`src/verilog/rotator_pkg.sv`:
```
//---------------------------------------------------------------------------
// Weight rotator shared definitions
// Sizes, configuration and output user structs, FSM state encodings
//---------------------------------------------------------------------------
package rotator_pkg;

  localparam int WORD_WIDTH   = 8;
  localparam int COLS         = 8;
  localparam int ROW_WIDTH    = WORD_WIDTH * COLS;
  localparam int S_WIDTH      = 32;
  localparam int S_KEEP_WIDTH = S_WIDTH / WORD_WIDTH;

  localparam int KW_MAX     = 7;   // Odd kernel widths only
  localparam int CIN_MAX    = 16;
  localparam int BANK_DEPTH = 128;
  localparam int ADDR_BITS  = $clog2(BANK_DEPTH);

  // Counter and field widths
  localparam int KW_BITS  = $clog2(KW_MAX);
  localparam int KW2_BITS = $clog2((KW_MAX + 1) / 2);
  localparam int CIN_BITS = $clog2(CIN_MAX);
  localparam int COL_BITS = 4;
  localparam int BLK_BITS = 3;
  localparam int XN_BITS  = 3;

  // Sits in the low bits of the configuration beat
  typedef struct packed {
    logic [XN_BITS-1:0]  xn_1;
    logic [BLK_BITS-1:0] blocks_1;
    logic [COL_BITS-1:0] cols_1;
    logic [CIN_BITS-1:0] cin_1;
    logic [KW2_BITS-1:0] kw2;      // kw = 2*kw2 + 1
  } config_st;

  localparam int CFG_WIDTH = $bits(config_st);

  typedef struct packed {
    logic                is_config;
    logic [KW2_BITS-1:0] kw2;
    logic                is_w_first_clk;  // First tap, channel 0, column 0
    logic                is_cin_last;
    logic                is_w_last;
    logic                is_col_1_k2;
  } tuser_st;

  typedef enum logic [1:0] {
    W_IDLE,
    W_GET_REF,
    W_WRITE,
    W_SWITCH
  } write_state_e;

  typedef enum logic [1:0] {
    R_IDLE,
    R_PASS_CONFIG,
    R_READ,
    R_SWITCH
  } read_state_e;

endpackage

```
`src/verilog/weight_width_adapter.sv`:
```
//---------------------------------------------------------------------------
// Weight width adapter
// Packs two 32-bit beats into one 64-bit row, zeroing bytes without keep.
// A last beat closes the row early.
//---------------------------------------------------------------------------
`timescale 1ns/1ps

module weight_width_adapter (
  input  logic                                aclk,
  input  logic                                aresetn,
  input  logic                                i_s_valid,
  input  logic [rotator_pkg::S_WIDTH-1:0]      i_s_data,
  input  logic [rotator_pkg::S_KEEP_WIDTH-1:0] i_s_keep,
  input  logic                                i_s_last,
  output logic                                o_s_ready,
  output logic                                o_m_valid,
  output logic [rotator_pkg::ROW_WIDTH-1:0]    o_m_data,
  output logic                                o_m_last
);
  import rotator_pkg::*;

  logic               half_q;   // Low half of the row is filled
  logic [S_WIDTH-1:0] masked;
  logic               s_hs;

  assign o_s_ready = !o_m_valid;
  assign s_hs      = i_s_valid && o_s_ready;

  always_comb begin
    for (int b = 0; b < S_KEEP_WIDTH; b++) begin
      masked[b*WORD_WIDTH +: WORD_WIDTH] = i_s_keep[b] ? i_s_data[b*WORD_WIDTH +: WORD_WIDTH]
                                                       : '0;
    end
  end

  always_ff @(posedge aclk) begin
    if (!aresetn) begin
      half_q    <= 1'b0;
      o_m_valid <= 1'b0;
    end else begin
      o_m_valid <= 1'b0;     // Row is a single-cycle pulse
      if (s_hs) begin
        if (half_q || i_s_last) begin
          o_m_valid <= 1'b1;
          half_q    <= 1'b0;
        end else begin
          half_q    <= 1'b1;
        end
      end
    end
  end

  // Row payload
  always_ff @(posedge aclk) begin
    if (s_hs) begin
      o_m_last <= i_s_last;
      if (!half_q) begin
        o_m_data[S_WIDTH-1:0] <= masked;
        if (i_s_last) o_m_data[ROW_WIDTH-1:S_WIDTH] <= '0;  // Short row
      end else begin
        o_m_data[ROW_WIDTH-1:S_WIDTH] <= masked;
      end
    end
  end

endmodule

```
`config.mk`:
```
export PLATFORM = sky130hd
export DESIGN_NAME = weight_width_adapter
export DESIGN_NICKNAME = d
export VERILOG_FILES = /design/src/verilog/rotator_pkg.sv /design/src/verilog/weight_width_adapter.sv
export SDC_FILE = /design/constraint.sdc
export NUM_CORES = 1
export LEC_CHECK = 0
export BUFFER_PORTS_ARGS = -buffer_cell sky130_fd_sc_hd__buf_2
export CAP_MARGIN = 20
export CORE_UTILIZATION = 47
export DETAILED_ROUTE_END_ITERATION = 6
export PLACE_DENSITY = 0.88
export SKIP_LAST_GASP = 1
export SLEW_MARGIN = 20
export SYNTH_ARGS = -nofsm -noshare
export SYNTH_HDL_FRONTEND = slang
export SYNTH_SLANG_ARGS = --single-unit
```
`constraint.sdc`:
```
create_clock -name aclk -period 2.51 [get_ports aclk]
set_input_delay 0.3765 -clock aclk [delete_from_list [all_inputs] [get_ports aclk]]
set_output_delay 0.3765 -clock aclk [all_outputs]
set_load 0.005 [all_outputs]
```
-- After elaboration in Yosys (flattened, before gate mapping)
Index checks and enable logic that the tools add are counted.
- muxes and demuxes: 8
- bitwise operators: 1
- reductions and logical operators: 7
- operator list (operator ; number):
    32-bit 2-to-1 mux ; 2
    8-bit 2-to-1 mux ; 4
    2-bit AND reduction ; 3
    1-bit 2-to-1 mux ; 2
    2-bit nonzero test ; 1
    1-bit logical AND ; 1
    1-bit zero test ; 1
    1-bit logical OR ; 1
    1-bit NOT ; 1
- flip-flop bits (word level): 67
- output and inout port bits: 67
- word-level logic and storage cells: 21

-- Logic depth before layout (Yosys ltp)
- word-level depth: 3
- gate-level depth with buffers: 4
- depth with buffers taken out: 4

-- Worst setup path before layout
No wires, ideal clock.
- path type: register to register
- start: register half_q
- end: register o_m_data[0] (netlist bit), enable pin
- arrival: 1861 ps
- slack: 228 ps
- cell stages (with the launch flop): 3
- clock period less this slack: 2282 ps
- cells stage by stage: dfxtp_1 -> clkbuf_2 -> nor2_1
- cells in the longest elaborated chain, start to end: 2
- RTL lines (item ; RTL line ; RTL):
    start, declared ; weight_width_adapter.sv:22 ; logic half_q;
    start signal, assigned ; weight_width_adapter.sv:38 ; half_q <= 1'b0;
    start signal, assigned ; weight_width_adapter.sv:45 ; half_q <= 1'b0;
    start signal, assigned ; weight_width_adapter.sv:47 ; half_q <= 1'b1;
    1-bit NOT (no line) ; -- ;
    2-bit AND reduction (no line) ; -- ;
    end signal, assigned by index ; weight_width_adapter.sv:58 ; o_m_data[S_WIDTH-1:0] <= masked;
    end signal, assigned by index ; weight_width_adapter.sv:61 ; o_m_data[ROW_WIDTH-1:S_WIDTH] <= masked;
    end, declared ; weight_width_adapter.sv:17 ; output logic [rotator_pkg::ROW_WIDTH-1:0] o_m_data,
No other way between the ends.
A chain may end at the register's enable or synchronous reset.

-- Final worst setup path
- start: register half_q
- end: register o_m_data[47] (netlist bit), enable pin
- cells in the longest elaborated chain, start to end: 2
- RTL lines (item):
    2-bit nonzero test (no line)
    2-bit AND reduction (no line)
No other way between the ends.

==> impl_results.md <==
- Mapped Area: 0.00250 mm²
- Routed wire length: 4510 µm
- Routed wl met2: 2340 µm
- Max Cap Viol: 0
- Htree depth: 3
- Avg Inst Size Synth: 16.9 µm²
- Worst Max-Slew Pin Slew: 0.570 ns
- All-Layer GR Usage: 16.9%
- Clk root buf: clkbuf_8
- Sequential fraction of design power: 56.8%
- Port bufs: 106
- Starting Density: 48.9%
- Pre-antenna DRT Iters: 4
- Fmax: 578 MHz
- CP Capture Type: flop
- Hold Fails Final Rpt: 0
- Number of synthesized register bits: 67
- Overflow after GRT: 0
- Met3 WL post-DR: 303 µm
- Initial DRC Count: 85
- Clk sink count: 67
- Clock skew: 0.00773 ns
- CP Max Fanout: 32
- Clk buf depth: 2
- HPWL Detailed: 3140 µm
- Vias in the first global route: 1471
- Outcome: complete, no violations
- IR drop worst, VDD: 0.000404 V
- WS Path Type: reg -> reg
- Int Power: 0.00185 W
- Mapped Cells: 148
- CTS resizes: 0
- Slew HR: 62.0%
- Drt via density: 4.66
- Sw frac: 20.9%
- Register area share after synthesis: 79.7%
- Switching power: 0.000488 W
- Largest net degree at the start of global routing: 33
- First-pass GRT wire length: 6690 µm
- Final Max Slew Viols: 0
- DIE HEIGHT: 74.9 µm
- HP Class: in -> reg
- RSZ-0062 raised after global routing: false
- Final net count: 301
- TritonCTS clock tree: done
- Gate power share: 8.3%
- Die X: 74.9 µm
- Mean routed wirelength per cell: 13.4 µm
- Post-Place Cell Area: 0.00312 mm²
- Antenna diodes: 0
- Synth warn: 0
- Pwr/cell area: 708 mW/mm²
- Num rows: 26
- Clock Pin Slew Worst Setup and Hold Paths: 0.07 ns
- Worst-Skew Late Latency: 0.31 ns
- Initial antenna violation count: 0
- Cell area after layout: 0.00330 mm²
- Setup TNS: 0 ns
- Fin crit share: 69.0%
- Num ports: 107
- ANT nets after route: 0
- DRC viols: 0
- Required @ worst endpoint: 2.47 ns
- Max layer used: met4
- Cts hold-fix bufs: 0
- Setup Buffers After CTS: 0
- Distinct cells, synth: 13
- Die area: 0.00561 mm²
- Synth-to-Final Area Change: 32.1%
- Post-Syn Nets: 188
- Fin crit period: 1.73 ns
- Critical Path Source Type: flop
- Core area: 0.00511 mm²
- Inserted Clock Buffers: 9
- Layout cells sized above 1: 51.9%
- Via count: 1566
- Final GP Congestion: 0.650
- Clock power share: 34.9%
- Final Setup Violations: 0
- Met1 wire length: 1790 µm
- Critical Path AT: 1.70 ns
- LEAKAGE: 1.47 nW
==> Yosys cell counts <==
master	instances	area [µm²]
inv_1	2	7.51
clkbuf_2	5	25.0
nor2_1	2	7.51
dfxtp_1	2	40.0
edfxtp_1	65	1950
and3_2	12	90.1
and3_1	20	125
nor2_2	1	6.26
a21boi_1	1	7.51
nand2_1	2	7.51
buf_2	2	10.0
nand2b_4	1	13.8
and2_1	33	206
==> final cells by class <==
class / instances / area [µm²]
clock buffers: 10 / 128
clock inverters: 6 / 56.3
fillers: 403 / 1810
inverters: 2 / 7.51
multi-input cells: 72 / 477
flip-flops and latches: 67 / 1990
well taps: 70 / 87.6
repair buffers: 109 / 553
==> cell families (layout without fill, tap and decap cells) <==
logic type	count (synthesis)	after routing	synth area share (%)
buffers and inverters	9	127	1.70
and+or+nand+nor	71	71	18.3
AOI/OAI and AO/OA	1	1	0.301
DFF	67	67	79.7
==> state kept, by name, summed over array words and instances (netlist names) <==
name / cells
o_m_valid: 1
o_m_last: 1
o_m_data: 64
half_q: 1
==> critical path, cell delays in order (launching register included) <==
cell	delay, ns
dfxtp_1	0.68
nor2_1	0.19
nor2_4	0.12
buf_4	0.38
==> final timing paths <==
path,startpoint,to,slack [ns],depth (start not counted)
setup reg to reg,half_q,o_m_data[47],0.78,3
hold reg to reg,o_m_valid,half_q,0.70,3
hold / removal,i_s_last,o_m_last,0.25,1
setup / recovery,half_q,o_m_data[47],0.78,3
==> cell usage in the layout, fill, tap and decap left out <==
cell type	Yosys	layout
clkbuf_1	0	1
bufinv_16	0	1
nand2_1	2	2
clkinvlp_4	0	1
a21boi_1	1	1
nor2_4	0	2
clkbuf_8	0	9
buf_4	0	3
nor2_1	2	1
and3_2	12	12
and2_1	33	33
edfxtp_1	65	65
clkinv_2	0	3
dfxtp_1	2	2
nand2b_4	1	1
and3_1	20	20
buf_2	2	106
inv_1	2	2
clkinv_1	0	1
==> through the flow <==
| step | utilization (%) | std cells | setup slack (ns) | hold slack [ns] | total power, W |
|---|---|---|---|---|---|
| after floorplan | - | 148 | 0.228 | 0.475 | 0.00143 |
| after global placement | 61.0 | 320 | 0.827 | 0.571 | 0.00154 |
| after detailed placement | 61.0 | 320 | 0.764 | 0.575 | 0.00155 |
| after CTS | 64.6 | 336 | 0.740 | 0.234 | 0.00236 |
| after global routing | 64.6 | 336 | 0.606 | 0.232 | 0.00243 |
| final | 64.6 | 336 | 0.778 | 0.253 | 0.00234 |
==> power groups by stage <==
stage	clock [W]	sequential (W)	combinational, W
final	0.000814	0.00133	0.000194
after global routing	0.000878	0.00133	0.000219
after CTS	0.000831	0.00133	0.000198
after detailed placement	0	0.00135	0.000197
after global placement	0	0.00135	0.000189
after floorplan	0	0.00136	0.0000642
==> metal layers <==
| metal | global-route usage, % | up-vias |
|---|---|---|
| met4 | 9.43 | 0 |
| met1 | 19.5 | 729 |
| li1 | - | 764 |
| met2 | 27.8 | 66 |
| met3 | 5.76 | 7 |
| met5 | 0 | - |
(Power assumes the default switching activity.)
