### src/verilog/rotator_pkg.sv
//---------------------------------------------------------------------------
// Weight rotator shared definitions
// Sizes, configuration and output user structs, FSM state encodings
//---------------------------------------------------------------------------
package rotator_pkg;

  localparam int WORD_WIDTH   = 8;
  localparam int COLS         = 8;
  localparam int ROW_WIDTH    = WORD_WIDTH * COLS;
  localparam int S_WIDTH      = 32;
  localparam int S_KEEP_WIDTH = S_WIDTH / WORD_WIDTH;

  localparam int KW_MAX     = 7;   // Odd kernel widths only
  localparam int CIN_MAX    = 16;
  localparam int BANK_DEPTH = 128;
  localparam int ADDR_BITS  = $clog2(BANK_DEPTH);

  // Counter and field widths
  localparam int KW_BITS  = $clog2(KW_MAX);
  localparam int KW2_BITS = $clog2((KW_MAX + 1) / 2);
  localparam int CIN_BITS = $clog2(CIN_MAX);
  localparam int COL_BITS = 4;
  localparam int BLK_BITS = 3;
  localparam int XN_BITS  = 3;

  // Sits in the low bits of the configuration beat
  typedef struct packed {
    logic [XN_BITS-1:0]  xn_1;
    logic [BLK_BITS-1:0] blocks_1;
    logic [COL_BITS-1:0] cols_1;
    logic [CIN_BITS-1:0] cin_1;
    logic [KW2_BITS-1:0] kw2;      // kw = 2*kw2 + 1
  } config_st;

  localparam int CFG_WIDTH = $bits(config_st);

  typedef struct packed {
    logic                is_config;
    logic [KW2_BITS-1:0] kw2;
    logic                is_w_first_clk;  // First tap, channel 0, column 0
    logic                is_cin_last;
    logic                is_w_last;
    logic                is_col_1_k2;
  } tuser_st;

  typedef enum logic [1:0] {
    W_IDLE,
    W_GET_REF,
    W_WRITE,
    W_SWITCH
  } write_state_e;

  typedef enum logic [1:0] {
    R_IDLE,
    R_PASS_CONFIG,
    R_READ,
    R_SWITCH
  } read_state_e;

endpackage

### src/verilog/weight_write_ctrl.sv
//---------------------------------------------------------------------------
// Write controller
// Takes the configuration beat, then steers weight rows from the
// width adapter into the current write bank
//---------------------------------------------------------------------------
`timescale 1ns/1ps

module weight_write_ctrl (
  input  logic                                aclk,
  input  logic                                aresetn,
  input  logic                                i_s_tvalid,
  input  logic [rotator_pkg::S_WIDTH-1:0]      i_s_tdata,
  input  logic [rotator_pkg::S_KEEP_WIDTH-1:0] i_s_tkeep,
  input  logic                                i_s_tlast,
  output logic                                o_s_tready,
  output logic                                o_ad_valid,
  output logic [rotator_pkg::S_WIDTH-1:0]      o_ad_data,
  output logic [rotator_pkg::S_KEEP_WIDTH-1:0] o_ad_keep,
  output logic                                o_ad_last,
  input  logic                                i_ad_ready,
  input  logic                                i_row_valid,
  input  logic [rotator_pkg::ROW_WIDTH-1:0]    i_row_data,
  input  logic                                i_row_last,
  output logic                                o_cap_en,
  output rotator_pkg::config_st               o_cap_cfg,
  output logic [1:0]                          o_wen,
  output logic [1:0]                          o_wlast,
  output logic [1:0]                          o_clear,
  output logic [rotator_pkg::ROW_WIDTH-1:0]    o_wdata,
  output logic                                o_wr_bank,
  output logic                                o_wr_start,
  output logic                                o_wr_done,
  input  logic [1:0]                          i_done_read
);
  import rotator_pkg::*;

  write_state_e state;
  logic         pass_q;   // Weight beats of the packet go to the adapter
  logic         s_hs;

  assign s_hs       = i_s_tvalid && o_s_tready;
  assign o_s_tready = (state == W_GET_REF) || (pass_q && i_ad_ready);

  always_ff @(posedge aclk) begin
    if (!aresetn) begin
      state     <= W_IDLE;
      pass_q    <= 1'b0;
      o_wr_bank <= 1'b0;
    end else begin
      case (state)
        W_IDLE:    if (i_done_read[o_wr_bank]) state <= W_GET_REF;
        W_GET_REF: if (s_hs) state <= W_WRITE;
        W_WRITE:   if (i_row_valid && i_row_last) state <= W_SWITCH;
        W_SWITCH: begin
          state     <= W_IDLE;
          o_wr_bank <= !o_wr_bank;
        end
        default:   state <= W_IDLE;
      endcase

      if (state == W_GET_REF && s_hs) pass_q <= 1'b1;
      else if (pass_q && s_hs && i_s_tlast) pass_q <= 1'b0;
    end
  end

  // Input toward the adapter
  assign o_ad_valid = i_s_tvalid && pass_q;
  assign o_ad_data  = i_s_tdata;
  assign o_ad_keep  = i_s_tkeep;
  assign o_ad_last  = i_s_tlast;

  assign o_cap_en   = (state == W_GET_REF) && s_hs;
  assign o_cap_cfg  = i_s_tdata[CFG_WIDTH-1:0];
  assign o_wr_start = (state == W_GET_REF);
  assign o_wr_done  = (state == W_SWITCH);
  assign o_wdata    = i_row_data;

  always_comb begin
    o_wen              = 2'b00;
    o_wlast            = 2'b00;
    o_clear            = 2'b00;
    o_clear[o_wr_bank] = (state == W_GET_REF);   // Rewind write pointer
    o_wen[o_wr_bank]   = (state == W_WRITE) && i_row_valid;
    o_wlast[o_wr_bank] = (state == W_WRITE) && i_row_valid && i_row_last;
  end

endmodule

### config.mk
export PLATFORM = sky130hd
export DESIGN_NAME = weight_write_ctrl
export DESIGN_NICKNAME = d
export VERILOG_FILES = /design/src/verilog/rotator_pkg.sv /design/src/verilog/weight_write_ctrl.sv
export SDC_FILE = /design/constraint.sdc
export NUM_CORES = 1
export LEC_CHECK = 0
export ABC_AREA = 1
export BUFFER_PORTS_ARGS = -buffer_cell sky130_fd_sc_hd__buf_4
export CORE_AREA = 2 2 91 93
export CTS_BUF_LIST = sky130_fd_sc_hd__clkbuf_8
export DETAILED_ROUTE_END_ITERATION = 8
export DIE_AREA = 0 0 93 95
export GPL_ROUTABILITY_DRIVEN = 0
export PLACE_DENSITY = 0.66
export SLEW_MARGIN = 20
export SYNTH_ARGS = -nofsm -noshare
export SYNTH_HDL_FRONTEND = slang
export SYNTH_SLANG_ARGS = --single-unit
### constraint.sdc
create_clock -name aclk -period 1.11 [get_ports aclk]
set_input_delay 0.0555 -clock aclk [delete_from_list [all_inputs] [get_ports aclk]]
set_output_delay 0.0555 -clock aclk [all_outputs]
set_load 0.01 [all_outputs]
; ---- Word-level counts from Yosys, hierarchy flattened
; Index checks and enable logic that the tools add are counted.
[word_totals]
ff_bits = 4
inputBits = 109
out_inout_bits = 129
word_cells = 39
[op_classes]
muxes = 10
reduce_logical = 15
eq_ne = 6
magnitude_cmp = 2
n_bitwise = 3
[ops]
columns = op, n
row1 = logical AND 1 bit, 10
row2 = one-hot mux 2 bit (4 select lines), 1
row3 = bitwise AND 2 bit, 3
row4 = two-way mux 2 bit, 3
row5 = two-way mux 1 bit, 5
row6 = == test 2 bit (second input constant), 2
row7 = inequality test 2 bit (second input constant), 2
row8 = AND reduction 3 bit, 1
row9 = == test 2 x 1 -> 1 bit (second input constant), 1
row10 = logical NOT 2 bit, 1
row11 = less-than comparator 1 x 2 -> 1 bit (second input constant), 1
row12 = inequality test 2 x 1 -> 1 bit (second input constant), 1
row13 = nonzero test 2 bit, 1
row14 = demux 1 bit (select 1 bit), 1
row15 = >= comparator 1 bit (second input constant), 1
row16 = logical NOT 1 bit, 1
row17 = logical OR 1 bit, 1

; ---- Logic depth before layout (Yosys ltp)
[depth]
ltp_word = 7
depth_mapped = 8
depth_no_buf = 8

; ---- Worst setup path before layout
; OpenSTA, ideal clock, no wires.
[synth_timing]
kind = reg2reg
start = reg state[1]
end = reg state[0]
arrival_ns = 1.027
path_slack_ns = -0.032
required_ns = 0.995
n_path_buf = 0
setup_time_ns = 0.115
path_stages_with_launch = 9
path_cell_list = dfxtp_1 inv_1 ha_1 nand2_1 nand2_1 inv_1 nand3_1 nand2_1 nor2_1
[synth_between]
elab_chain_len = 5
elab_cells_between_ends = 11
cone_classes = eq/ne: 6 / mux: 1 / reduce/logical: 4
[synth_rtl]
columns = element, line
row1 = start: declaration, weight_write_ctrl.sv:37  ; write_state_e state;
row2 = start signal: assignment, weight_write_ctrl.sv:46  ; state <= W_IDLE;
row3 = start signal: assignment, weight_write_ctrl.sv:51  ; W_IDLE: if (i_done_read[o_wr_bank]) state <= W_GET_REF;
row4 = start signal: assignment, weight_write_ctrl.sv:52  ; W_GET_REF: if (s_hs) state <= W_WRITE;
row5 = == test 2 x 1 -> 1 bit *, n/a
row6 = net o_wr_start, weight_write_ctrl.sv:31  ; output logic o_wr_start,
row7 = logical OR 1 bit, weight_write_ctrl.sv:42  ; assign o_s_tready = (state == W_GET_REF) || (pass_q && i_ad_ready);
row8 = logical AND 1 bit, weight_write_ctrl.sv:41  ; assign s_hs = i_s_tvalid && o_s_tready;
row9 = inequality test 2 x 1 -> 1 bit (no line), n/a
row10 = AND reduction 3 bit (no line), n/a
; The timed path passes the listed nets; every way through them passes the cells marked *.
; A chain may end at the register's enable or synchronous reset.

; ---- Final worst setup path
[layout_timing]
start = reg state[0]
end = out o_wen[1]
[layout_between]
elab_chain_len = 3
[layout_rtl]
columns = element, line
row1 = == test 2 bit, weight_write_ctrl.sv:83  ; o_wen[o_wr_bank] = (state == W_WRITE) && i_row_valid;
row2 = logical AND 1 bit, weight_write_ctrl.sv:83
row3 = bitwise AND 2 bit (no line), n/a
row4 = end: declaration, weight_write_ctrl.sv:26  ; output logic [1:0] o_wen,
; Every way passes these cells.

==> run summary <==
Status - complete, but fails checks
Failing checks - setup timing
Final Net Count - 195
Clock power frac - 21.0%
Clock Latency Late Sink - 0.21 ns
Max Cap Violations - 0
Core ar. - 7928 sq um
I/O Buffers - 21
Post-synth net total - 284
Number of global-route vias before repair - 527
Pwr dens - 1826 nW/um^2
Yosys cell types - 14
Pwr Total - 1.433 mW
Reg area - 88.84 sq um
Clock Skews - 0.0005292 ns
Hold Vio Cnt, Final - 0
Mean Syn Cell Area - 7.112 sq um
Layout cells sized above 1 - 62.50%
Htree depth - 1
GRT Residual Overflow - 0
Die X-Extent - 93 microns
Critical Path Sink Type - output port
Antenna diode count - 0
Most frequent cells in the layout - 22 x buf_4, 13 x nand2_1, 6 x nor2_1
Post-DP HPWL - 1.616 mm
Slew headroom - 88.70%
Worst VDD drop - 626.0 uV
Final setup fails - 2
Height of the die - 95 microns
FMAX - 881.1 MHz
Initial antenna violation count - 0
Routed wire length - 2.053 mm
Synth Register Bits - 4
Worst Hold Class - in -> reg
Worst-path clk slew - 0.03 ns
Logic pwr share - 59.2%
CTS Hold Bufs - 0
Starting Density - 15.34%
FP Rows - 33
DIE AREA - 8835 sq um
DR vias/cell - 2.935
Area of the multi-input gates - 287.8 sq um
Yosys warns - 0
TritonCTS clock tree - built
Longest Clk Path Bufs - 2
Switching share of total power - 40.58%
RSZ-0062 raised after global routing - yes
First-pass GRT wire length - 2.470 mm
Antenna violation net count after detailed routing - 0
Min cycle time layout - 1.135 ns
Crit path DAT - 1.08 ns
P&R area growth vs syn - -35.49%
Int Pwr - 0.8513 mW
Crit start category - flop
P_sw - 0.5813 mW
Mean routed wirelength per cell - 11.10 microns
Final std cells w/o fill - 185
Root Driver - clkbuf_8
Commonest non-fill, non-tap cell in the layout - buf_4
Mapped Cells - 171
Sequential area share after synthesis - 6.584%
Crit Path Category - reg -> out
Post-Syn Area - 1216 sq um
Req. time, crit path - 1.05 ns
Clk sinks - 4
I/O pin cnt - 238
P_leak - 0.3416 nW
DR iter-0 viols - 16
Reg power frac - 19.8%
Largest net degree at the start of global routing - 6
Fill cells - 935
Final period utilization - 102.2%
Cells after DPL - 182
GRT Util Overall - 3.705%
Worst setup margin - -0.02497 ns
Vias - 543
CTS Buf Count - 3
Slew Limit Fails - 0
Worst Tran Pin Value - 0.1695 ns
First drt pass iteration count - 4
Hold WS - 0.09388 ns
Largest fanout on the critical path - 4
Worst slack, placed - -0.07214 ns
DRC violations left - 0
## cell type report
class,count,area share [%]
Multi-Input combinational cell,39,36.68
Sequential cell,4,11.32
Clock buffer,3,5.263
Timing Repair Buffer,24,23.92
Inverter,10,6.061
Tap cell,105,16.75
## cell families (layout without fill, tap and decap cells)
group	after synthesis	count (layout)	synth area share [%]
and+or+nand+nor	32	32	11.42
adders and majority gates	4	4	4.115
AOI/OAI and AO/OA	3	3	1.441
buffers and inverters	128	37	76.44
DFF	4	4	6.585
## per-stage QoR
step                TNS (ns)  instance area [sq um]  util [%]
finish              -0.03624                  784.5     9.896
floorplan                  0                   1219         -
CTS                 -0.01447                  733.2     9.249
global route         -0.4159                  784.5     9.896
detailed placement   -0.1229                  640.6     8.081
global placement           0                  640.6     8.081
## synth_stat cells (all sizes together)
cell | number | area (sq um)
buf | 118 | 889.6
nand2 | 17 | 71.32
inv | 10 | 40.05
nor2 | 10 | 37.54
nand3 | 5 | 30.03
dfxtp | 4 | 80.08
ha | 4 | 50.05
a21oi | 2 | 10.01
a21boi | 1 | 7.510
## worst max-delay path, stage by stage, from the launching register on
cell and delay [ns]:
dfxtp_4 0.35, inv_4 0.06, ha_4 0.15, nand2_2 0.06, nor2_1 0.11, buf_4 0.13
## metal layers
| metal | vias up | global-route usage (%) | wire (microns) | share of wire, % |
|---|---|---|---|---|
| met1 | 214 | 2.239 | 454 | 22 |
| met3 | 56 | 2.634 | 376 | 18 |
| met2 | 59 | 4.106 | 780 | 38 |
| met4 | 0 | 9.069 | 442 | 22 |
| met5 | - | 0 | 0 | 0 |
| li1 | 214 | - | - | - |
## power groups by stage
stage / combinational, mW / sequential, mW / clock (mW)
after floorplan: 0.837 / 0.230 / 0
after global placement: 0.652 / 0.237 / 0
after detailed placement: 0.665 / 0.241 / 0
after CTS: 0.747 / 0.279 / 0.306
after global routing: 0.936 / 0.291 / 0.318
final: 0.848 / 0.284 / 0.301
## repair_timing
action,4_1_cts,5_1_grt
hold endpoints to repair,0,0
resized for setup,16,14
endpoints found under the setup margin,11,11
pin swaps,3,5
setup buffers,1,0
## registers in the layout (all words and copies together), names as in the netlist
name and flops:
state 2, pass_q 1, o_wr_bank 1
## worst paths after layout
| kind | from | endpoint | slack (ns) | cells after the start |
|---|---|---|---|---|
| worst min-delay path | aresetn | state[1]$_SDFFE_PN0P_ | 0.09 | 3 |
| worst max register to register | state[1]$_SDFFE_PN0P_ | state[0]$_SDFFE_PN0P_ | 0 | 8 |
| worst min register to register | pass_q$_SDFFE_PN0P_ | pass_q$_SDFFE_PN0P_ | 0.48 | 2 |
| worst max-delay path | state[0]$_SDFFE_PN0P_ | o_wen[1] | -0.02 | 5 |
(Power assumes the default switching activity.)
