==> src/verilog/rotator_pkg.sv <==
//---------------------------------------------------------------------------
// Weight rotator shared definitions
// Sizes, configuration and output user structs, FSM state encodings
//---------------------------------------------------------------------------
package rotator_pkg;

  localparam int WORD_WIDTH   = 8;
  localparam int COLS         = 8;
  localparam int ROW_WIDTH    = WORD_WIDTH * COLS;
  localparam int S_WIDTH      = 32;
  localparam int S_KEEP_WIDTH = S_WIDTH / WORD_WIDTH;

  localparam int KW_MAX     = 7;   // Odd kernel widths only
  localparam int CIN_MAX    = 16;
  localparam int BANK_DEPTH = 128;
  localparam int ADDR_BITS  = $clog2(BANK_DEPTH);

  // Counter and field widths
  localparam int KW_BITS  = $clog2(KW_MAX);
  localparam int KW2_BITS = $clog2((KW_MAX + 1) / 2);
  localparam int CIN_BITS = $clog2(CIN_MAX);
  localparam int COL_BITS = 4;
  localparam int BLK_BITS = 3;
  localparam int XN_BITS  = 3;

  // Sits in the low bits of the configuration beat
  typedef struct packed {
    logic [XN_BITS-1:0]  xn_1;
    logic [BLK_BITS-1:0] blocks_1;
    logic [COL_BITS-1:0] cols_1;
    logic [CIN_BITS-1:0] cin_1;
    logic [KW2_BITS-1:0] kw2;      // kw = 2*kw2 + 1
  } config_st;

  localparam int CFG_WIDTH = $bits(config_st);

  typedef struct packed {
    logic                is_config;
    logic [KW2_BITS-1:0] kw2;
    logic                is_w_first_clk;  // First tap, channel 0, column 0
    logic                is_cin_last;
    logic                is_w_last;
    logic                is_col_1_k2;
  } tuser_st;

  typedef enum logic [1:0] {
    W_IDLE,
    W_GET_REF,
    W_WRITE,
    W_SWITCH
  } write_state_e;

  typedef enum logic [1:0] {
    R_IDLE,
    R_PASS_CONFIG,
    R_READ,
    R_SWITCH
  } read_state_e;

endpackage

==> src/verilog/weight_ref_regs.sv <==
//---------------------------------------------------------------------------
// Reference registers
// Per-bank configuration and the done flags handing banks between
// the write and read FSMs
//---------------------------------------------------------------------------
`timescale 1ns/1ps

module weight_ref_regs (
  input  logic                  aclk,
  input  logic                  aresetn,
  input  logic                  i_cap_en,
  input  logic                  i_cap_bank,
  input  rotator_pkg::config_st i_cap_cfg,
  input  logic                  i_wr_start,
  input  logic                  i_wr_done,
  input  logic                  i_wr_bank,
  input  logic                  i_rd_start,
  input  logic                  i_rd_done,
  input  logic                  i_rd_bank,
  output rotator_pkg::config_st o_cfg_0,
  output rotator_pkg::config_st o_cfg_1,
  output logic [1:0]            o_done_write,
  output logic [1:0]            o_done_read
);
  import rotator_pkg::*;

  always_ff @(posedge aclk) begin
    if (i_cap_en && !i_cap_bank) o_cfg_0 <= i_cap_cfg;
    if (i_cap_en &&  i_cap_bank) o_cfg_1 <= i_cap_cfg;
  end

  // Both banks start free for the writer
  always_ff @(posedge aclk) begin
    if (!aresetn) begin
      o_done_write <= 2'b00;
      o_done_read  <= 2'b11;
    end else begin
      if (i_wr_start) o_done_write[i_wr_bank] <= 1'b0;
      if (i_wr_done)  o_done_write[i_wr_bank] <= 1'b1;
      if (i_rd_start) o_done_read[i_rd_bank]  <= 1'b0;
      if (i_rd_done) begin
        o_done_read[i_rd_bank]  <= 1'b1;
        o_done_write[i_rd_bank] <= 1'b0;   // Consumed, must be refilled
      end
    end
  end

endmodule

==> config.mk <==
export PLATFORM = sky130hd
export DESIGN_NAME = weight_ref_regs
export DESIGN_NICKNAME = d
export VERILOG_FILES = /design/src/verilog/rotator_pkg.sv /design/src/verilog/weight_ref_regs.sv
export SDC_FILE = /design/constraint.sdc
export NUM_CORES = 1
export LEC_CHECK = 0
export CAP_MARGIN = 10
export CORE_ASPECT_RATIO = 0.7
export CORE_MARGIN = 2
export CORE_UTILIZATION = 35
export DETAILED_ROUTE_END_ITERATION = 10
export DONT_BUFFER_PORTS = 1
export PLACE_DENSITY = 0.56
export REMOVE_ABC_BUFFERS = 1
export SLEW_MARGIN = 20
export SYNTH_ARGS = -nofsm -noshare
export SYNTH_HDL_FRONTEND = slang
export SYNTH_SLANG_ARGS = --single-unit
==> constraint.sdc <==
create_clock -name aclk -period 1.5 [get_ports aclk]
set_input_delay 0.3 -clock aclk [delete_from_list [all_inputs] [get_ports aclk]]
set_output_delay 0.3 -clock aclk [all_outputs]
set_load 0.02 [all_outputs]
Yosys cells after proc, flatten, opt, wreduce, memory -nomap -nowiden. Cells that the tools add are included.

Flip-flop bits (word level): 36. Input port bits: 26. Output and inout bits: 36. Word-level logic and storage cells: 40.

$lt $le $gt $ge: 4. Muxes and demuxes: 12. Bitwise gates (word level): 7. Reductions and logical operators: 5.

Operators with widths (number): $mux 2 (8); $and 2x2->2 (3); $logic_and 1x1->1 (4); $lt 1x2->1 const B (2); $not 2->2 (2); $or 2x2->2 (2); $demux 1 s1 (2); $ge 1x1->1 const B (2); $mux 1 (2); $logic_not 1->1 (1).

Depth between registers and ports, before layout. Gate-level depths: netlist of the first run.

Depth after elaboration: 13. Mapped depth: 3. Mapped depth without buffers: 3.

Worst setup path before layout of the first run. No wires, ideal clock.

Kind: input to register. Start point: in i_cap_en. End point: reg o_cfg_0[0] (netlist name), enable pin. Library setup time: 0.390 ns. Arrival time: 1.064 ns. Data required time: 1.110 ns. Path slack: 0.045 ns. Stages: 1. Path buffers: 0. Cell sequence: nor2b_1.

Longest elaborated chain between the ends: 1.

RTL lines: from (decl) (RTL line weight_ref_regs.sv:11) `input logic i_cap_en,`; $logic_and 1x1->1 (RTL line weight_ref_regs.sv:28) `if (i_cap_en && !i_cap_bank) o_cfg_0 <= i_cap_cfg;`; to (signal assigned) (RTL line weight_ref_regs.sv:28); to (decl) (RTL line weight_ref_regs.sv:20) `output rotator_pkg::config_st o_cfg_0,`.

No other way between the ends. A chain may end at the register's enable or synchronous reset.

Final worst setup path of the first run.
Start point: reg o_cfg_0[15] (netlist name). End point: out o_cfg_0[15] (netlist name).

No word-level cell between the ends.

==> impl_metrics.toml, run 1 <==
[clocking]
insertion_delay_ps = 270
cts_buffers = 5
cts_sinks = 36
post_cts_buffers = 0
ctsResizeCount = 0
htree_levels = 2
ctsHoldBuffers = 0
clk_pin_slew_ps = 70
cts_tree = "built"
cts-root-buf = "clkbuf_8"
ctsLongestPathBuffers = 2

[floorplan]
die_area_um2 = 3730
die_height_um = 51.7
fp-row-count = 17
io_pins = 62
coreArea_um2 = 3130
start_util_pct = 36.4
die_x_um = 72.1

[setup_path]
worstSetupPathType = "reg -> out"
startpoint_type = "flip-flop"
reg2reg_depth = 2
path_depth = 0
end_kind = "output pin"
cp.required_ps = 1200
worstPathArrival_ps = 770
crit_fanout = 1

[timing]
setup-violations-final = 0
finalClockSkew_ps = 0
relSlewSlack_pct = 84.1
finalCriticalPeriod_ps = 1070
hold_viol = 0
rsz0062_at_grt = "no"
maxSlewViolCount = 0
fmax_mhz = 933
tightest_slew_ps = 238
fin_tns_setup_ps = 0
period_share_pct = 71.5

[global_routing]
use_met1_pct = 11.1
grt_overflow = 0
grt_pass1_wl_um = 2780
antenna_found_initial = 0
top_usage_layer = "met2"
grt_usage_pct = 10.9
grt_max_degree = 17
grt_pass1_vias = 537
use_met2_pct = 14.2
grt_use_met3_pct = 9.69

[synth]
ys.warnings.count = 0
synth_seq_cells = 36
ys_seq_area_share_pct = 91.5
avgSynthCellArea_um2 = 21.5
synth_cells = 53
synth_cell_types = 13
synth_area_um2 = 1140

[cells_and_area]
layout.nets = 89
drive_gt1_share_pct = 17.2
n_antenna_cell = 0
register_area_um2 = 1040
area_delta_synth_final_pct = 15.6
final_core_util_pct = 42.1
fill_cells = 267
multiInputGateArea_um2 = 88.8

[worst_hold_path]
hold_path_depth = 0
holdCritPathClass = "in -> reg"

[drt]
avgViaCountPerCell = 4.93
wl_um = 1830
drt_iter0_markers = 21
dr.pass1.iters = 4
route.vias.total = 503
wire_per_inst_um = 18.0
ant_nets = 0
remaining_drc_errors = 0

[power]
power.leakage_nw = 0.452
vdd_drop_max_v = 0.000618
power_density_nw_per_um2 = 1610

[flow_run]
drv_cap = 0

[status]
status = "complete, no violations"

[place]
detailed_place_hpwl_um = 1350
port_buffers = 0
routabilityCongestion = 0.655
[sequential cells by signal, indices dropped and copies added (netlist names), named ones only]
name	flops
o_done_write	2
o_done_read	1
o_cfg_0	16
o_cfg_1	16
[placed cells by master (no fill, tap or decap)]
cell type,count
a21o_1,2
a21oi_1,1
a22oi_1,1
and2_1,1
buf_4,3
bufinv_16,1
clkbuf_1,1
clkbuf_8,5
clkinv_2,1
dfxtp_1,4
edfxtp_1,32
inv_1,2
nand2_1,4
nand2b_1,1
nand2b_4,1
nor2_1,1
nor2b_1,1
o21ai_1,2
[per-stage QoR]
step | cells | hold WS (ps) | total power, mW | cell area (um^2) | setup slack, ps
3_3_place_gp | 94 | 399 | 1.34 | 1210 | 533
3_5_place_dp | 94 | 399 | 1.34 | 1210 | 515
5_1_grt | 102 | 90.6 | 2.19 | 1320 | 393
4_1_cts | 102 | 101 | 2.14 | 1320 | 406
2_1_floorplan | 53 | 399 | 1.31 | 1140 | 45.3
6_report | 102 | 114 | 2.11 | 1320 | 428
[path summary, 6_finish.rpt]
check / from / end / slack, ps
worst max-delay path: o_cfg_0[15] / o_cfg_0[15] / 430
worst min-delay path: i_cap_cfg[5] / o_cfg_0[5] / 110
worst max register to register: o_done_write[0] / o_done_write[0] / 750
worst min register to register: flip-flop / flip-flop / 600
[kinds of logic after synthesis]
kind of cell | synth area share (%)
compound gates | 3.30
buf+inv | 0.660
flops | 91.5
simple gates | 4.51
[cell usage after synthesis, drive strengths merged]
cell / number / area, um^2
nor2b: 1 / 6.26
a21oi: 1 / 5.00
nand2: 4 / 15.0
inv: 2 / 7.51
dfxtp: 4 / 80.1
nand2b: 2 / 20.0
a21o: 2 / 15.0
nor2: 1 / 3.75
a22oi: 1 / 7.51
and2: 1 / 6.26
o21ai: 2 / 10.0
edfxtp: 32 / 961
[routing by layer]
metal | vias to the layer above | wire length, um
met5 | - | 0
met3 | 5 | 299
met2 | 39 | 847
met4 | 0 | 48
li1 | 216 | -
met1 | 243 | 637
[layout make-up]
type                    instances  area share, %
clock buffers                   6           5.52
clock inverters                 2           2.66
inverters                       2          0.571
multi-input cells              15           6.76
flip-flops and latches         36           79.2
well taps                      38           3.62
repair buffers                  3           1.71
[where the power goes]
part	total (mW)	switching (mW)	internal [mW]
registers	1.28	0.107	1.17
clock network	0.797	0.305	0.493
logic	0.0400	0.0242	0.0157
(Power assumes the default switching activity.)
==> run 2: changes to the inputs <==
--- a/config.mk
+++ b/config.mk
@@ -5,13 +5,14 @@
 export SDC_FILE = /design/constraint.sdc
 export NUM_CORES = 1
 export LEC_CHECK = 0
+export ABC_AREA = 1
 export CAP_MARGIN = 10
 export CORE_ASPECT_RATIO = 0.7
 export CORE_MARGIN = 2
 export CORE_UTILIZATION = 35
 export DETAILED_ROUTE_END_ITERATION = 10
 export DONT_BUFFER_PORTS = 1
-export PLACE_DENSITY = 0.56
+export PLACE_DENSITY = 0.54
 export REMOVE_ABC_BUFFERS = 1
 export SLEW_MARGIN = 20
 export SYNTH_ARGS = -nofsm -noshare
==> constraint.sdc (replaced) <==
create_clock -name aclk -period 1 [get_ports aclk]
set_input_delay 0.2 -clock aclk [delete_from_list [all_inputs] [get_ports aclk]]
set_output_delay 0.2 -clock aclk [all_outputs]
set_load 0.02 [all_outputs]
==> run 2 against run 1 <==
Final cell count increased by 20%. Die area increased by 0.92%. Sequential share of layout area decreased by 8.6 points. Non-clock buffer count increased by 14. Combinational power increased to 3.0 times the previous value.
==> impl_metrics.toml, run 2 <==
[status]
status = "complete, no violations"

[power]
vdd_drop_max_v = 0.000975
power.leakage_nw = 0.532
power_density_nw_per_um2 = 2180

[place]
detailed_place_hpwl_um = 1470
routabilityCongestion = 0.632
port_buffers = 0

[cells_and_area]
reg_top3 = "o_cfg_0 (16), o_cfg_1 (16), o_done_write (2)"
area_delta_synth_final_pct = 28.4
layout.nets = 109
n_antenna_cell = 0
final_core_util_pct = 46.9
fill_cells = 273
final_cell_mix = "edfxtp_1, dlygate4sd3_1, nand2_1"
layout_commonest_cell = "edfxtp_1"
drive_gt1_share_pct = 16.7

[synth]
synth_cells = 59
synthXorXnorAreaFrac_pct = 0
ys_seq_area_share_pct = 90.6
synth_top_area_share_pct = 83.7
synth_area_um2 = 1150
synth_seq_cells = 36
synthAdderAreaFrac_pct = 0
synth_compound_area_share_pct = 2.61
synthFlopType = "edfxtp_1"
synth.most_common_cell = "edfxtp_1"
synth_edf_count = 32
synthArstFlopShare_pct = 0
synth-simple-area-share_pct = 5.12
synthTopCellsByCount = "edfxtp_1, nand2_1, dfxtp_1, inv_1"
ys_top_cells_by_area = "edfxtp_1, dfxtp_1, nand2_1"
synth.area.mux_share_pct = 0
avgSynthCellArea_um2 = 19.5
synth_cell_types = 13
synth_top_family_by_area = "simple AND/OR/NAND/NOR gates"
ys.warnings.count = 0
synth_area_leader_cell = "edfxtp_1"

[timing]
setup-violations-final = 0
period_share_pct = 97.2
hold_viol = 0
rsz0062_at_grt = "yes"
maxSlewViolCount = 0
fin_tns_setup_ps = 0
relSlewSlack_pct = 84.2
fmax_mhz = 1030
finalClockSkew_ps = 0
tightest_slew_ps = 236
finalCriticalPeriod_ps = 972

[setup_path]
ff2ff_setup_slack_ps = 250
worstPathArrival_ps = 770
crit_end = "o_cfg_0[11]"
cp-startpoint = "o_cfg_0[11]"
end_kind = "output pin"
crit_fanout = 1
path_depth = 0
startpoint_type = "flip-flop"
cp.required_ps = 800
reg2reg_from = "o_done_write[1]"
reg2reg_depth = 3
worstSetupPathType = "reg -> out"
r2r_end = "o_done_write[1]"

[drt]
remaining_drc_errors = 0
dr.pass1.iters = 4
ant_nets = 0
wire_per_inst_um = 16.9
route.vias.total = 555
wl_um = 2060
drt_iter0_markers = 21
avgViaCountPerCell = 4.55

[clocking]
cts-root-buf = "clkbuf_8"
ctsLongestPathBuffers = 2
cts_tree = "built"
htree_levels = 2
cts_sinks = 36
clk_pin_slew_ps = 70
cts_buffers = 5
post_cts_buffers = 0
insertion_delay_ps = 270

[global_routing]
grt_max_degree = 14
grt_usage_pct = 11.7
grt_overflow = 0
grt_pass1_wl_um = 2940
antenna_found_initial = 0
grt_pass1_vias = 540

[floorplan]
die_x_um = 72.5
die_height_um = 51.9
die_area_um2 = 3760
start_util_pct = 36.5
fp-row-count = 17
io_pins = 62
coreArea_um2 = 3150

[worst_hold_path]
holdCritPathClass = "in -> reg"

[flow_run]
drv_cap = 0
==> run 2: how the worst min path moves through the flow <==
stage / startpoint / end / slack [ps] / cells past startpoint
2_1_floorplan: aresetn / flip-flop / 280 / 1
6_report: aresetn / flip-flop / 20 / 1
5_1_grt: i_cap_cfg[2] / o_cfg_1[2] / 2 / 0
4_1_cts: i_cap_cfg[5] / o_cfg_1[5] / 5 / 0
3_3_place_gp: aresetn / flip-flop / 290 / 1
3_5_place_dp: i_cap_cfg[2] / o_cfg_1[2] / 300 / 0
==> run 2: worst reg2reg max path: stages, from the launching register on <==
cell and delay, ps:
dfxtp_1 450, nand2_1 90, nand2_1 50, and2_1 110
==> run 2: final cells by class <==
type                    count  area (um^2)  share of cell area (%)
clock buffers               5         68.8                    4.66
clock inverters             3         37.5                    2.54
inverters                   5         18.8                    1.27
multi-input cells          18         88.8                    6.02
flip-flops and latches     36         1040                    70.6
well taps                  38         47.5                    3.22
repair buffers             17          173                    11.7
==> run 2: logic make-up (layout without fill, tap and decap cells) <==
group,Yosys count,in the layout
flip-flops,36,36
AND/OR/NAND/NOR,14,14
AO/OA/AOI/OAI,4,4
buffers and inverters,5,30
==> run 2: what timing repair did <==
| action | CTS | global route |
|---|---|---|
| setup endpoints to repair | 0 | 8 |
| gates resized for setup | 0 | 0 |
| endpoints found under the hold margin | 0 | 25 |
| hold buffers | 0 | 13 |
==> run 2: routing by layer <==
layer  vias up  routed length (um)  global-route usage [%]
met2        27                1080                    18.0
li1        261                   -                       -
met3         5                 173                    9.11
met1       262                 779                    11.6
met4         0                  25                    5.56
met5         -                   0                       0
==> run 2: power by group <==
part / internal [mW] / leakage (nW) / switching [mW] / total, mW
Combinational: 0.0642 / 0.145 / 0.0568 / 0.121
Sequential: 1.75 / 0.333 / 0.161 / 1.91
Clock: 0.725 / 0.0532 / 0.460 / 1.19
==> run 2: stage by stage <==
stage / instances / worst slack [ps] / cell area (um^2) / total power, mW / hold WS (ps)
after detailed placement: 101 / 102 / 1240 / 2.03 / 299
after global routing: 122 / -9.14 / 1480 / 3.35 / 2.05
after CTS: 109 / 9.60 / 1350 / 3.20 / 4.65
after floorplan: 59 / -310 / 1150 / 1.98 / 284
after global placement: 101 / 134 / 1240 / 2.02 / 286
final: 122 / 27.9 / 1480 / 3.22 / 17.1
