## src/verilog/rotator_pkg.sv

```systemverilog
//---------------------------------------------------------------------------
// Weight rotator shared definitions
// Sizes, configuration and output user structs, FSM state encodings
//---------------------------------------------------------------------------
package rotator_pkg;

  localparam int WORD_WIDTH   = 8;
  localparam int COLS         = 8;
  localparam int ROW_WIDTH    = WORD_WIDTH * COLS;
  localparam int S_WIDTH      = 32;
  localparam int S_KEEP_WIDTH = S_WIDTH / WORD_WIDTH;

  localparam int KW_MAX     = 7;   // Odd kernel widths only
  localparam int CIN_MAX    = 16;
  localparam int BANK_DEPTH = 128;
  localparam int ADDR_BITS  = $clog2(BANK_DEPTH);

  // Counter and field widths
  localparam int KW_BITS  = $clog2(KW_MAX);
  localparam int KW2_BITS = $clog2((KW_MAX + 1) / 2);
  localparam int CIN_BITS = $clog2(CIN_MAX);
  localparam int COL_BITS = 4;
  localparam int BLK_BITS = 3;
  localparam int XN_BITS  = 3;

  // Sits in the low bits of the configuration beat
  typedef struct packed {
    logic [XN_BITS-1:0]  xn_1;
    logic [BLK_BITS-1:0] blocks_1;
    logic [COL_BITS-1:0] cols_1;
    logic [CIN_BITS-1:0] cin_1;
    logic [KW2_BITS-1:0] kw2;      // kw = 2*kw2 + 1
  } config_st;

  localparam int CFG_WIDTH = $bits(config_st);

  typedef struct packed {
    logic                is_config;
    logic [KW2_BITS-1:0] kw2;
    logic                is_w_first_clk;  // First tap, channel 0, column 0
    logic                is_cin_last;
    logic                is_w_last;
    logic                is_col_1_k2;
  } tuser_st;

  typedef enum logic [1:0] {
    W_IDLE,
    W_GET_REF,
    W_WRITE,
    W_SWITCH
  } write_state_e;

  typedef enum logic [1:0] {
    R_IDLE,
    R_PASS_CONFIG,
    R_READ,
    R_SWITCH
  } read_state_e;

endpackage

```

## src/verilog/weight_read_ctrl.sv

```systemverilog
//---------------------------------------------------------------------------
// Read controller
// Emits the configuration beat, then replays the stored kernel per column,
// block and pass. Rows land in a two-entry output buffer.
//---------------------------------------------------------------------------
`timescale 1ns/1ps

module weight_read_ctrl (
  input  logic                             aclk,
  input  logic                             aresetn,
  input  rotator_pkg::config_st            i_cfg_0,
  input  rotator_pkg::config_st            i_cfg_1,
  input  logic [1:0]                       i_done_write,
  input  logic [rotator_pkg::ROW_WIDTH-1:0] i_rdata_0,
  input  logic [rotator_pkg::ROW_WIDTH-1:0] i_rdata_1,
  output logic [1:0]                       o_ren,
  output logic [1:0]                       o_rrestart,
  output logic                             o_rd_bank,
  output logic                             o_rd_start,
  output logic                             o_rd_done,
  output logic                             o_m_tvalid,
  input  logic                             i_m_tready,
  output logic [rotator_pkg::ROW_WIDTH-1:0] o_m_tdata,
  output logic                             o_m_tlast,
  output rotator_pkg::tuser_st             o_m_tuser
);
  import rotator_pkg::*;

  typedef struct packed {
    logic [ROW_WIDTH-1:0] data;
    tuser_st              user;
    logic                 last;
  } beat_st;

  read_state_e         state;
  config_st            cfg;
  logic [KW_BITS-1:0]  c_kw;
  logic [CIN_BITS-1:0] c_cin;
  logic [COL_BITS-1:0] c_col;
  logic [BLK_BITS-1:0] c_blk;
  logic [XN_BITS-1:0]  c_xn;
  logic                l_kw, l_cin, l_col, l_blk, l_xn, last_all;
  logic                pop, room, issue, read_en;
  logic [2:0]          occ;
  tuser_st             user_next;
  logic                pipe_v, pipe_cfg, pipe_last;
  tuser_st             pipe_user;
  beat_st              beat_in, head;
  beat_st              buf_q [2];
  logic [1:0]          count;
  logic                wr_ptr, rd_ptr;

  assign cfg = o_rd_bank ? i_cfg_1 : i_cfg_0;

  // Only issue when the row can still land in the buffer
  assign pop     = o_m_tvalid && i_m_tready;
  assign occ     = 3'(count) + 3'(pipe_v);
  assign room    = (occ - 3'(pop)) < 3'd2;
  assign issue   = room && (state == R_PASS_CONFIG || state == R_READ);
  assign read_en = issue && (state == R_READ);

  assign l_kw     = (c_kw == {cfg.kw2, 1'b0});
  assign l_cin    = (c_cin == cfg.cin_1);
  assign l_col    = (c_col == cfg.cols_1);
  assign l_blk    = (c_blk == cfg.blocks_1);
  assign l_xn     = (c_xn == cfg.xn_1);
  assign last_all = l_kw && l_cin && l_col && l_blk && l_xn;

  always_ff @(posedge aclk) begin
    if (!aresetn) begin
      state     <= R_IDLE;
      o_rd_bank <= 1'b0;
    end else begin
      case (state)
        R_IDLE:        if (i_done_write[o_rd_bank]) state <= R_PASS_CONFIG;
        R_PASS_CONFIG: if (issue) state <= R_READ;
        R_READ:        if (read_en && last_all) state <= R_SWITCH;
        R_SWITCH: begin
          state     <= R_IDLE;
          o_rd_bank <= !o_rd_bank;
        end
        default:       state <= R_IDLE;
      endcase
    end
  end

  // Nested counters, kernel tap innermost
  always_ff @(posedge aclk) begin
    if (!aresetn || state == R_IDLE) begin
      c_kw  <= '0;
      c_cin <= '0;
      c_col <= '0;
      c_blk <= '0;
      c_xn  <= '0;
    end else if (read_en) begin
      c_kw <= l_kw ? '0 : c_kw + 1'b1;
      if (l_kw) begin
        c_cin <= l_cin ? '0 : c_cin + 1'b1;
        if (l_cin) begin
          c_col <= l_col ? '0 : c_col + 1'b1;
          if (l_col) begin
            c_blk <= l_blk ? '0 : c_blk + 1'b1;
            if (l_blk) c_xn <= l_xn ? '0 : c_xn + 1'b1;
          end
        end
      end
    end
  end

  always_comb begin
    user_next     = '0;
    user_next.kw2 = cfg.kw2;
    if (state == R_PASS_CONFIG) begin
      user_next.is_config = 1'b1;   // Position flags stay low here
    end else begin
      user_next.is_w_first_clk = (c_col == '0) && (c_cin == '0) && (c_kw == '0);
      user_next.is_cin_last    = l_kw && l_cin;
      user_next.is_w_last      = l_col;
      user_next.is_col_1_k2    = (c_col == COL_BITS'(cfg.kw2));
    end
  end

  always_comb begin
    o_ren                 = 2'b00;
    o_rrestart            = 2'b00;
    o_ren[o_rd_bank]      = read_en;
    o_rrestart[o_rd_bank] = (state == R_IDLE);
  end

  assign o_rd_start = (state == R_IDLE) && i_done_write[o_rd_bank];
  assign o_rd_done  = (state == R_SWITCH);

  // Tags follow the bank read latency
  always_ff @(posedge aclk) begin
    if (!aresetn) pipe_v <= 1'b0;
    else          pipe_v <= issue;
  end

  always_ff @(posedge aclk) begin
    if (issue) begin
      pipe_cfg  <= (state == R_PASS_CONFIG);
      pipe_user <= user_next;
      pipe_last <= read_en && last_all;
    end
  end

  always_comb begin
    beat_in.data = pipe_cfg  ? {{(ROW_WIDTH-CFG_WIDTH){1'b0}}, cfg} :
                   o_rd_bank ? i_rdata_1 : i_rdata_0;
    beat_in.user = pipe_user;
    beat_in.last = pipe_last;
  end

  // Output buffer
  always_ff @(posedge aclk) begin
    if (!aresetn) begin
      count  <= '0;
      wr_ptr <= 1'b0;
      rd_ptr <= 1'b0;
    end else begin
      count <= count + 2'(pipe_v) - 2'(pop);
      if (pipe_v) wr_ptr <= !wr_ptr;
      if (pop)    rd_ptr <= !rd_ptr;
    end
  end

  always_ff @(posedge aclk) begin
    if (pipe_v) buf_q[wr_ptr] <= beat_in;
  end

  assign head       = buf_q[rd_ptr];
  assign o_m_tvalid = (count != '0);
  assign o_m_tdata  = head.data;
  assign o_m_tuser  = head.user;
  assign o_m_tlast  = o_m_tvalid && head.last;

endmodule

```

## config.mk

```make
export PLATFORM = sky130hd
export DESIGN_NAME = weight_read_ctrl
export DESIGN_NICKNAME = d
export VERILOG_FILES = /design/src/verilog/rotator_pkg.sv /design/src/verilog/weight_read_ctrl.sv
export SDC_FILE = /design/constraint.sdc
export NUM_CORES = 1
export LEC_CHECK = 0
export BUFFER_PORTS_ARGS = -buffer_cell sky130_fd_sc_hd__buf_2
export CORE_ASPECT_RATIO = 0.5
export CORE_MARGIN = 2
export CORE_UTILIZATION = 24
export CTS_CLUSTER_DIAMETER = 80
export CTS_CLUSTER_SIZE = 25
export DETAILED_ROUTE_END_ITERATION = 7
export GPL_TIMING_DRIVEN = 0
export PLACE_DENSITY = 0.44
export SLEW_MARGIN = 20
export SYNTH_ARGS = -nofsm -noshare
export SYNTH_HDL_FRONTEND = slang
export SYNTH_SLANG_ARGS = --single-unit
```

## constraint.sdc

```tcl
create_clock -name aclk -period 5.25 [get_ports aclk]
set_input_delay 1.575 -clock aclk [delete_from_list [all_inputs] [get_ports aclk]]
set_output_delay 1.575 -clock aclk [all_outputs]
set_load 0.01 [all_outputs]
```

==> Word-level counts from Yosys, hierarchy flattened <==
Memories as Yosys holds them, arrays and structs flattened. A register that Yosys moved wholly into a read port is not among the register bits.
Cells that the tools add are included.
{ "classes": {"add_sub_neg": 9, "magnitude_cmp": 3, "n_eq_ne": 12, "n_mux": 21, "bitwise": 2, "reduce_logical": 29} }
{ "op_table": {"columns": ["op", "n"], "rows": [
  ["$mux 64", 2],
  ["$mux 16", 1],
  ["$logic_and 1x1->1", 13],
  ["$add 3x1->3 const B", 3],
  ["$eq 3x3->1", 3],
  ["$mux 3", 3],
  ["$add 4x1->4 const B", 2],
  ["$eq 4x4->1", 2],
  ["$logic_not 4->1", 2],
  ["$mux 1", 8],
  ["$mux 4", 2],
  ["$pmux 2 s4", 1],
  ["$mux 2", 3],
  ["$reduce_and 3->1", 2],
  ["$reduce_and 5->1", 1],
  ["$and 2x2->2", 2],
  ["$eq 2x2->1 const B", 2],
  ["$eq 4x2->1", 1],
  ["$logic_not 1->1", 4],
  ["$ne 2x2->1 const B", 2],
  ["$reduce_and 4->1", 1],
  ["$add 2x1->3", 1],
  ["$logic_not 3->1", 1],
  ["$lt 3x2->1 const B", 1],
  ["other kinds (12)", 13]
]} }
{ "totals": {"reg_bits": 34, "mem_bits_rw": 144, "inputBits": 165, "word_cells": 96, "memories": 1} }
{ "memory_table": {"columns": ["memory", "words", "word_bits", "rd", "rd_ports_with_merged_regs", "wr", "line_no", "source"], "rows": [
  ["buf_q", 2, 72, 1, 1, 1, "weight_read_ctrl.sv:49", "beat_st buf_q [2];"]
]} }

==> Longest topological paths before layout <==
{ "logic_depth": {"word_depth": 9, "ltp_mapped": 15, "depth_no_buf": 14} }

==> Least setup slack after synthesis <==
Ideal clock, no wire load.
{ "synth_timing": {"kind": "in2out", "from": "in i_m_tready", "to": "out o_ren[0]", "arrival_time_ns": 3.179, "required_ns": 3.675, "slack_ns": 0.496, "stages": 9, "n_path_buf": 0, "path_cell_list": "and2_1 ha_1 inv_1 ha_1 inv_1 fa_1 xnor2_1 nand3_1 nor2_1"} }
{ "synth_via": {"elab_chain_cells": 6} }
{ "synth_rtl": {"columns": ["element", "line_no", "source"], "rows": [
  ["start, declared", "weight_read_ctrl.sv:22", "input logic i_m_tready,"],
  ["$logic_and 1x1->1", "weight_read_ctrl.sv:56", "assign pop = o_m_tvalid && i_m_tready;"],
  ["$sub 3x1->3", "weight_read_ctrl.sv:58", "assign room = (occ - 3'(pop)) < 3'd2;"],
  ["$lt 3x2->1", "weight_read_ctrl.sv:58", null],
  ["$logic_and 1x1->1", "weight_read_ctrl.sv:59", "assign issue = room && (state == R_PASS_CONFIG || state == R_READ);"],
  ["$logic_and 1x1->1", "weight_read_ctrl.sv:60", "assign read_en = issue && (state == R_READ);"],
  ["$and 2x2->2 (no line)", null, null],
  ["end, declared", "weight_read_ctrl.sv:16", "output logic [1:0] o_ren,"]
]} }
No other way between the ends.

==> Final worst setup path <==
{ "layout_timing": {"from": "in i_m_tready", "to": "out o_ren[1]"} }
{ "layout_via": {"elab_chain_cells": 6} }
{ "layout_rtl": {"columns": ["element", "line_no", "source"], "rows": [
  ["$logic_and 1x1->1", "weight_read_ctrl.sv:56", null],
  ["via pop", "weight_read_ctrl.sv:43", "logic pop, room, issue, read_en;"],
  ["$sub 3x1->3", "weight_read_ctrl.sv:58", null],
  ["$lt 3x2->1", "weight_read_ctrl.sv:58", null],
  ["$logic_and 1x1->1", "weight_read_ctrl.sv:59", null],
  ["$logic_and 1x1->1", "weight_read_ctrl.sv:60", null],
  ["$and 2x2->2 (no line)", null, null]
]} }
The timed path passes the listed nets, and every way through them passes these cells.

==> impl_results.md <==
* DR WL/cell at between 15 and 20 um
* Die area at approximately 0.036 mm2
* Number of flops mapped to enable cells by yosys at 152
* Worst Setup End Kind: primary output
* Setup slack, reg-to-reg at between 1.5 and 2 ns
* Synth-to-layout area growth at 30.06%
* Final Instance Count excl. Fillers at approximately 1400
* Clock share of power at 0.256
* I/O Pins at between 200 and 250
* Yosys reg bits at 178
* Vias in the first global route at around 6000
* Die height at roughly 140 um
* Pin count of the biggest net entering global routing at 44
* Worst R2R End: c_blk[0]
* Peak ir drop on the vdd network at approximately 0.00024 V
* Most used DFF post-synth: edfxtp_1
* Outcome: finished, final reports clean
* Register area at 0.005085 mm2
* Final Max Tran Viols at 0
* Chip Width at ~270 um
* Worst EP arrival at 3.47 ns
* Minimum clock period after layout at 5.043 ns
* Clock latency on the worst-skew pair at approximately 0.44 ns
* CP Data Required Time at 3.68 ns
* Syn. warnings at 0
* Crit Path Max Fanout at 3
* CTS Sinks at ~180
* WS Path Type: in2out
* Syn Area/Cell at between 10 and 15 um2
* Pleak at a little under 4 nW
* Final net count at 1044
* Distinct cells, synth at 42
* Switch Pwr at 0.001620 W
* Part of the cycle the worst path needs at 0.9605
* Pint at roughly 0.0034 W
* Max Clock Skew at roughly 0.0089 ns
* Fmax at around 200 MHz
* Post-synthesis sequential area ratio at 0.6101
* Postcts setup bufs at 0
* Sw Ratio at 0.3240
* # placed instances at around 1300
* Sequential Power Share at 0.403
* Final wirelength at between 20 and 25 mm
* Reg2Reg Depth at 15
* Relative slew slack at 0.3016
* CP Launch Type: input pin
* Area occupied by multi-input gates at 0.003082 mm2
* Vias at between 5000 and 6000
* Detailed placement HPWL at between 15 and 20 mm
* Max Cap Violations at 0
* Crit. Startpoint: i_m_tready
* Core area at between 0.03 and 0.04 mm2
* Number of fill cells at approximately 3500
* Initial antenna violation count at 0
* Root Driver: clkbuf_16
* Crit path capture: o_ren[1]
* Final ANT Viol Nets at 0
* Starting DRT DRC Count at 200
* Async set-reset flop share out of synthesis at 0
* Synthesized cell area at between 0.008 and 0.009 mm2
* Pwr/cell area at ~460 mW/mm2
* Antenna Cells at 0
* RSZ-0062 raised after global routing: no
* GRT overflow at 0
* H-tree levels at 4
* Vias/cell at about 4.2
* Post-synth net total at between 700 and 800
* First-pass GRT wire length at ~35 mm
* Clk slew on worst S/H paths at ~0.070 ns
* Synthesized netlist cell count at between 500 and 600
* R2R Path Start: count[1]
* Total routing usage reported by global routing at 0.1299
* Cell Rows at 48
* Placer Congestion at 0.7914
* CTS tree: done
* CTS Buf Count at 17
* Slew @ Worst Pin at about 1.0 ns
* Hold path cells at 0
* Min-delay worst type: reg2reg
* Initial Utilization at 0.2426
* Port bufs at around 240
* Bufs on Longest Clock Path at 2
* Final setup viols at 0
* Gate power share at 0.340
* Total chip power at between 0.005 and 0.006 W
* DRT Pass-1 Iters at 4
* DRC at 0
* Fraction of layout cells with a size suffix above 1 at 0.4196
* Endpoints failing hold at 0
==> power by group through the flow <==
| stage | logic, W | clock network (W) | registers, W |
|---|---|---|---|
| finish | 0.00170 | 0.00128 | 0.00202 |
| global route | 0.00186 | 0.00137 | 0.00204 |
| CTS | 0.00174 | 0.00131 | 0.00202 |
| detailed placement | 0.00174 | 0 | 0.00205 |
| global placement | 0.00167 | 0 | 0.00208 |
| floorplan | 0.00101 | 0 | 0.00205 |
==> area by class of cell <==
cell class / instances / area share
clock buffer: 21 / 0.04063
multi-input combinational: 371 / 0.2843
buffer: 30 / 0.01131
sequential: 178 / 0.4691
tap: 475 / 0.05483
inverter: 18 / 0.006233
clock inverter: 11 / 0.01281
timing repair buffer: 248 / 0.1207
==> flip-flops by register name, indices dropped and copies added (netlist names), 2 cells and up, named ones only <==
register / count
c_kw: 3
count: 2
c_col: 4
c_xn: 3
c_cin: 4
buf_q: 144
state: 2
beat_in: 6
c_blk: 3
==> metrics by stage <==
step | setup TNS [ns] | setup slack (ns) | cell area, um2 | util | hold slack, ns
finish | 0 | 0.2074 | 10840 | 0.3155 | 0.4466
global route | 0 | 0.06347 | 10840 | 0.3155 | 0.4616
CTS | 0 | 0.1020 | 10830 | 0.3152 | 0.4451
detailed placement | 0 | 0.1077 | 10250 | 0.2983 | 0.4302
global placement | -94.23 | -1.316 | 10150 | 0.2955 | 0.4240
floorplan | 0 | 0.4956 | 8334 | - | 0.4215
==> cells in the final DEF, fill, tap and decap left out, types with 3 or more instances in the layout <==
cell       netlist  layout
a21oi_1         20      20
mux2_2          72      72
dfxtp_1         26      26
nor3_1           4       4
clkbuf_1        24      28
nor2b_1         10       9
nand3b_1         3       3
clkbuf_16        0      17
clkinv_2         0       5
mux2i_1         68      68
nand4_1          4       4
and3_1           3       3
or3_1            4       4
ha_1            14      14
buf_12           0       3
xor2_1           4       4
edfxtp_1       152     152
inv_1           18      18
bufinv_16        0       3
and2_1           8       7
xnor2_1         17      16
a211oi_1         6       6
nand3_1         10       9
o21ai_0          6       6
buf_2            2     246
nor2_1          75      75
buf_1            3       3
mux4_2          10      10
nand2_1         11      11
==> metal layers <==
| metal | routed length (um) | share of wire | global-route usage |
|---|---|---|---|
| met1 | 9152 | 0.39 | 0.1412 |
| met2 | 13260 | 0.57 | 0.2521 |
| met3 | 581 | 0.025 | 0.02981 |
| met4 | 228 | 0.0098 | 0.03693 |
| met5 | 0 | 0 | 0 |
==> cells in the mapped netlist, types with 3 or more instances <==
cell | instances | share of area
a211oi_1 | 6 | 0.0054
a21oi_1 | 20 | 0.012
and2_1 | 8 | 0.0060
and3_1 | 3 | 0.0023
buf_1 | 3 | 0.0014
clkbuf_1 | 24 | 0.011
dfxtp_1 | 26 | 0.062
edfxtp_1 | 152 | 0.55
ha_1 | 14 | 0.021
inv_1 | 18 | 0.0081
mux2_2 | 72 | 0.097
mux2i_1 | 68 | 0.082
mux4_2 | 10 | 0.027
nand2_1 | 11 | 0.0050
nand3_1 | 10 | 0.0060
nand3b_1 | 3 | 0.0027
nand4_1 | 4 | 0.0030
nor2_1 | 75 | 0.034
nor2b_1 | 10 | 0.0075
nor3_1 | 4 | 0.0024
o21ai_0 | 6 | 0.0036
or3_1 | 4 | 0.0030
xnor2_1 | 17 | 0.018
xor2_1 | 4 | 0.0042
==> cells by family after synthesis <==
family	Yosys count	synth area share
flops	178	0.6101
mux	150	0.2060
simple gates	145	0.08692
buf+inv	48	0.02282
compound gates	40	0.02868
xor+xnor	21	0.02207
fa+ha+maj	15	0.02342
==> how the worst min path moves through the flow <==
stage               startpoint          end  slack, ns
floorplan            pipe_last  buf_q[0][0]       0.42
global placement    beat_in[5]  buf_q[0][5]       0.42
detailed placement   pipe_last  buf_q[0][0]       0.43
CTS                  pipe_last  buf_q[0][0]       0.45
global route        beat_in[4]  buf_q[0][4]       0.46
finish              beat_in[4]  buf_q[0][4]       0.45
==> what timing repair did <==
item | CTS | global route
hold buffers | 0 | 0
resized for setup | 0 | 2
setup endpoints to repair | 0 | 1
==> worst max-delay path: stages <==
cell and delay [ns]:
buf_2 0.09, and2_1 0.16, ha_1 0.30, inv_1 0.06, ha_1 0.12, inv_1 0.04
fa_1 0.40, xnor2_2 0.20, and3_1 0.25, and2_1 0.14, buf_2 0.13
(Power assumes the default switching activity.)
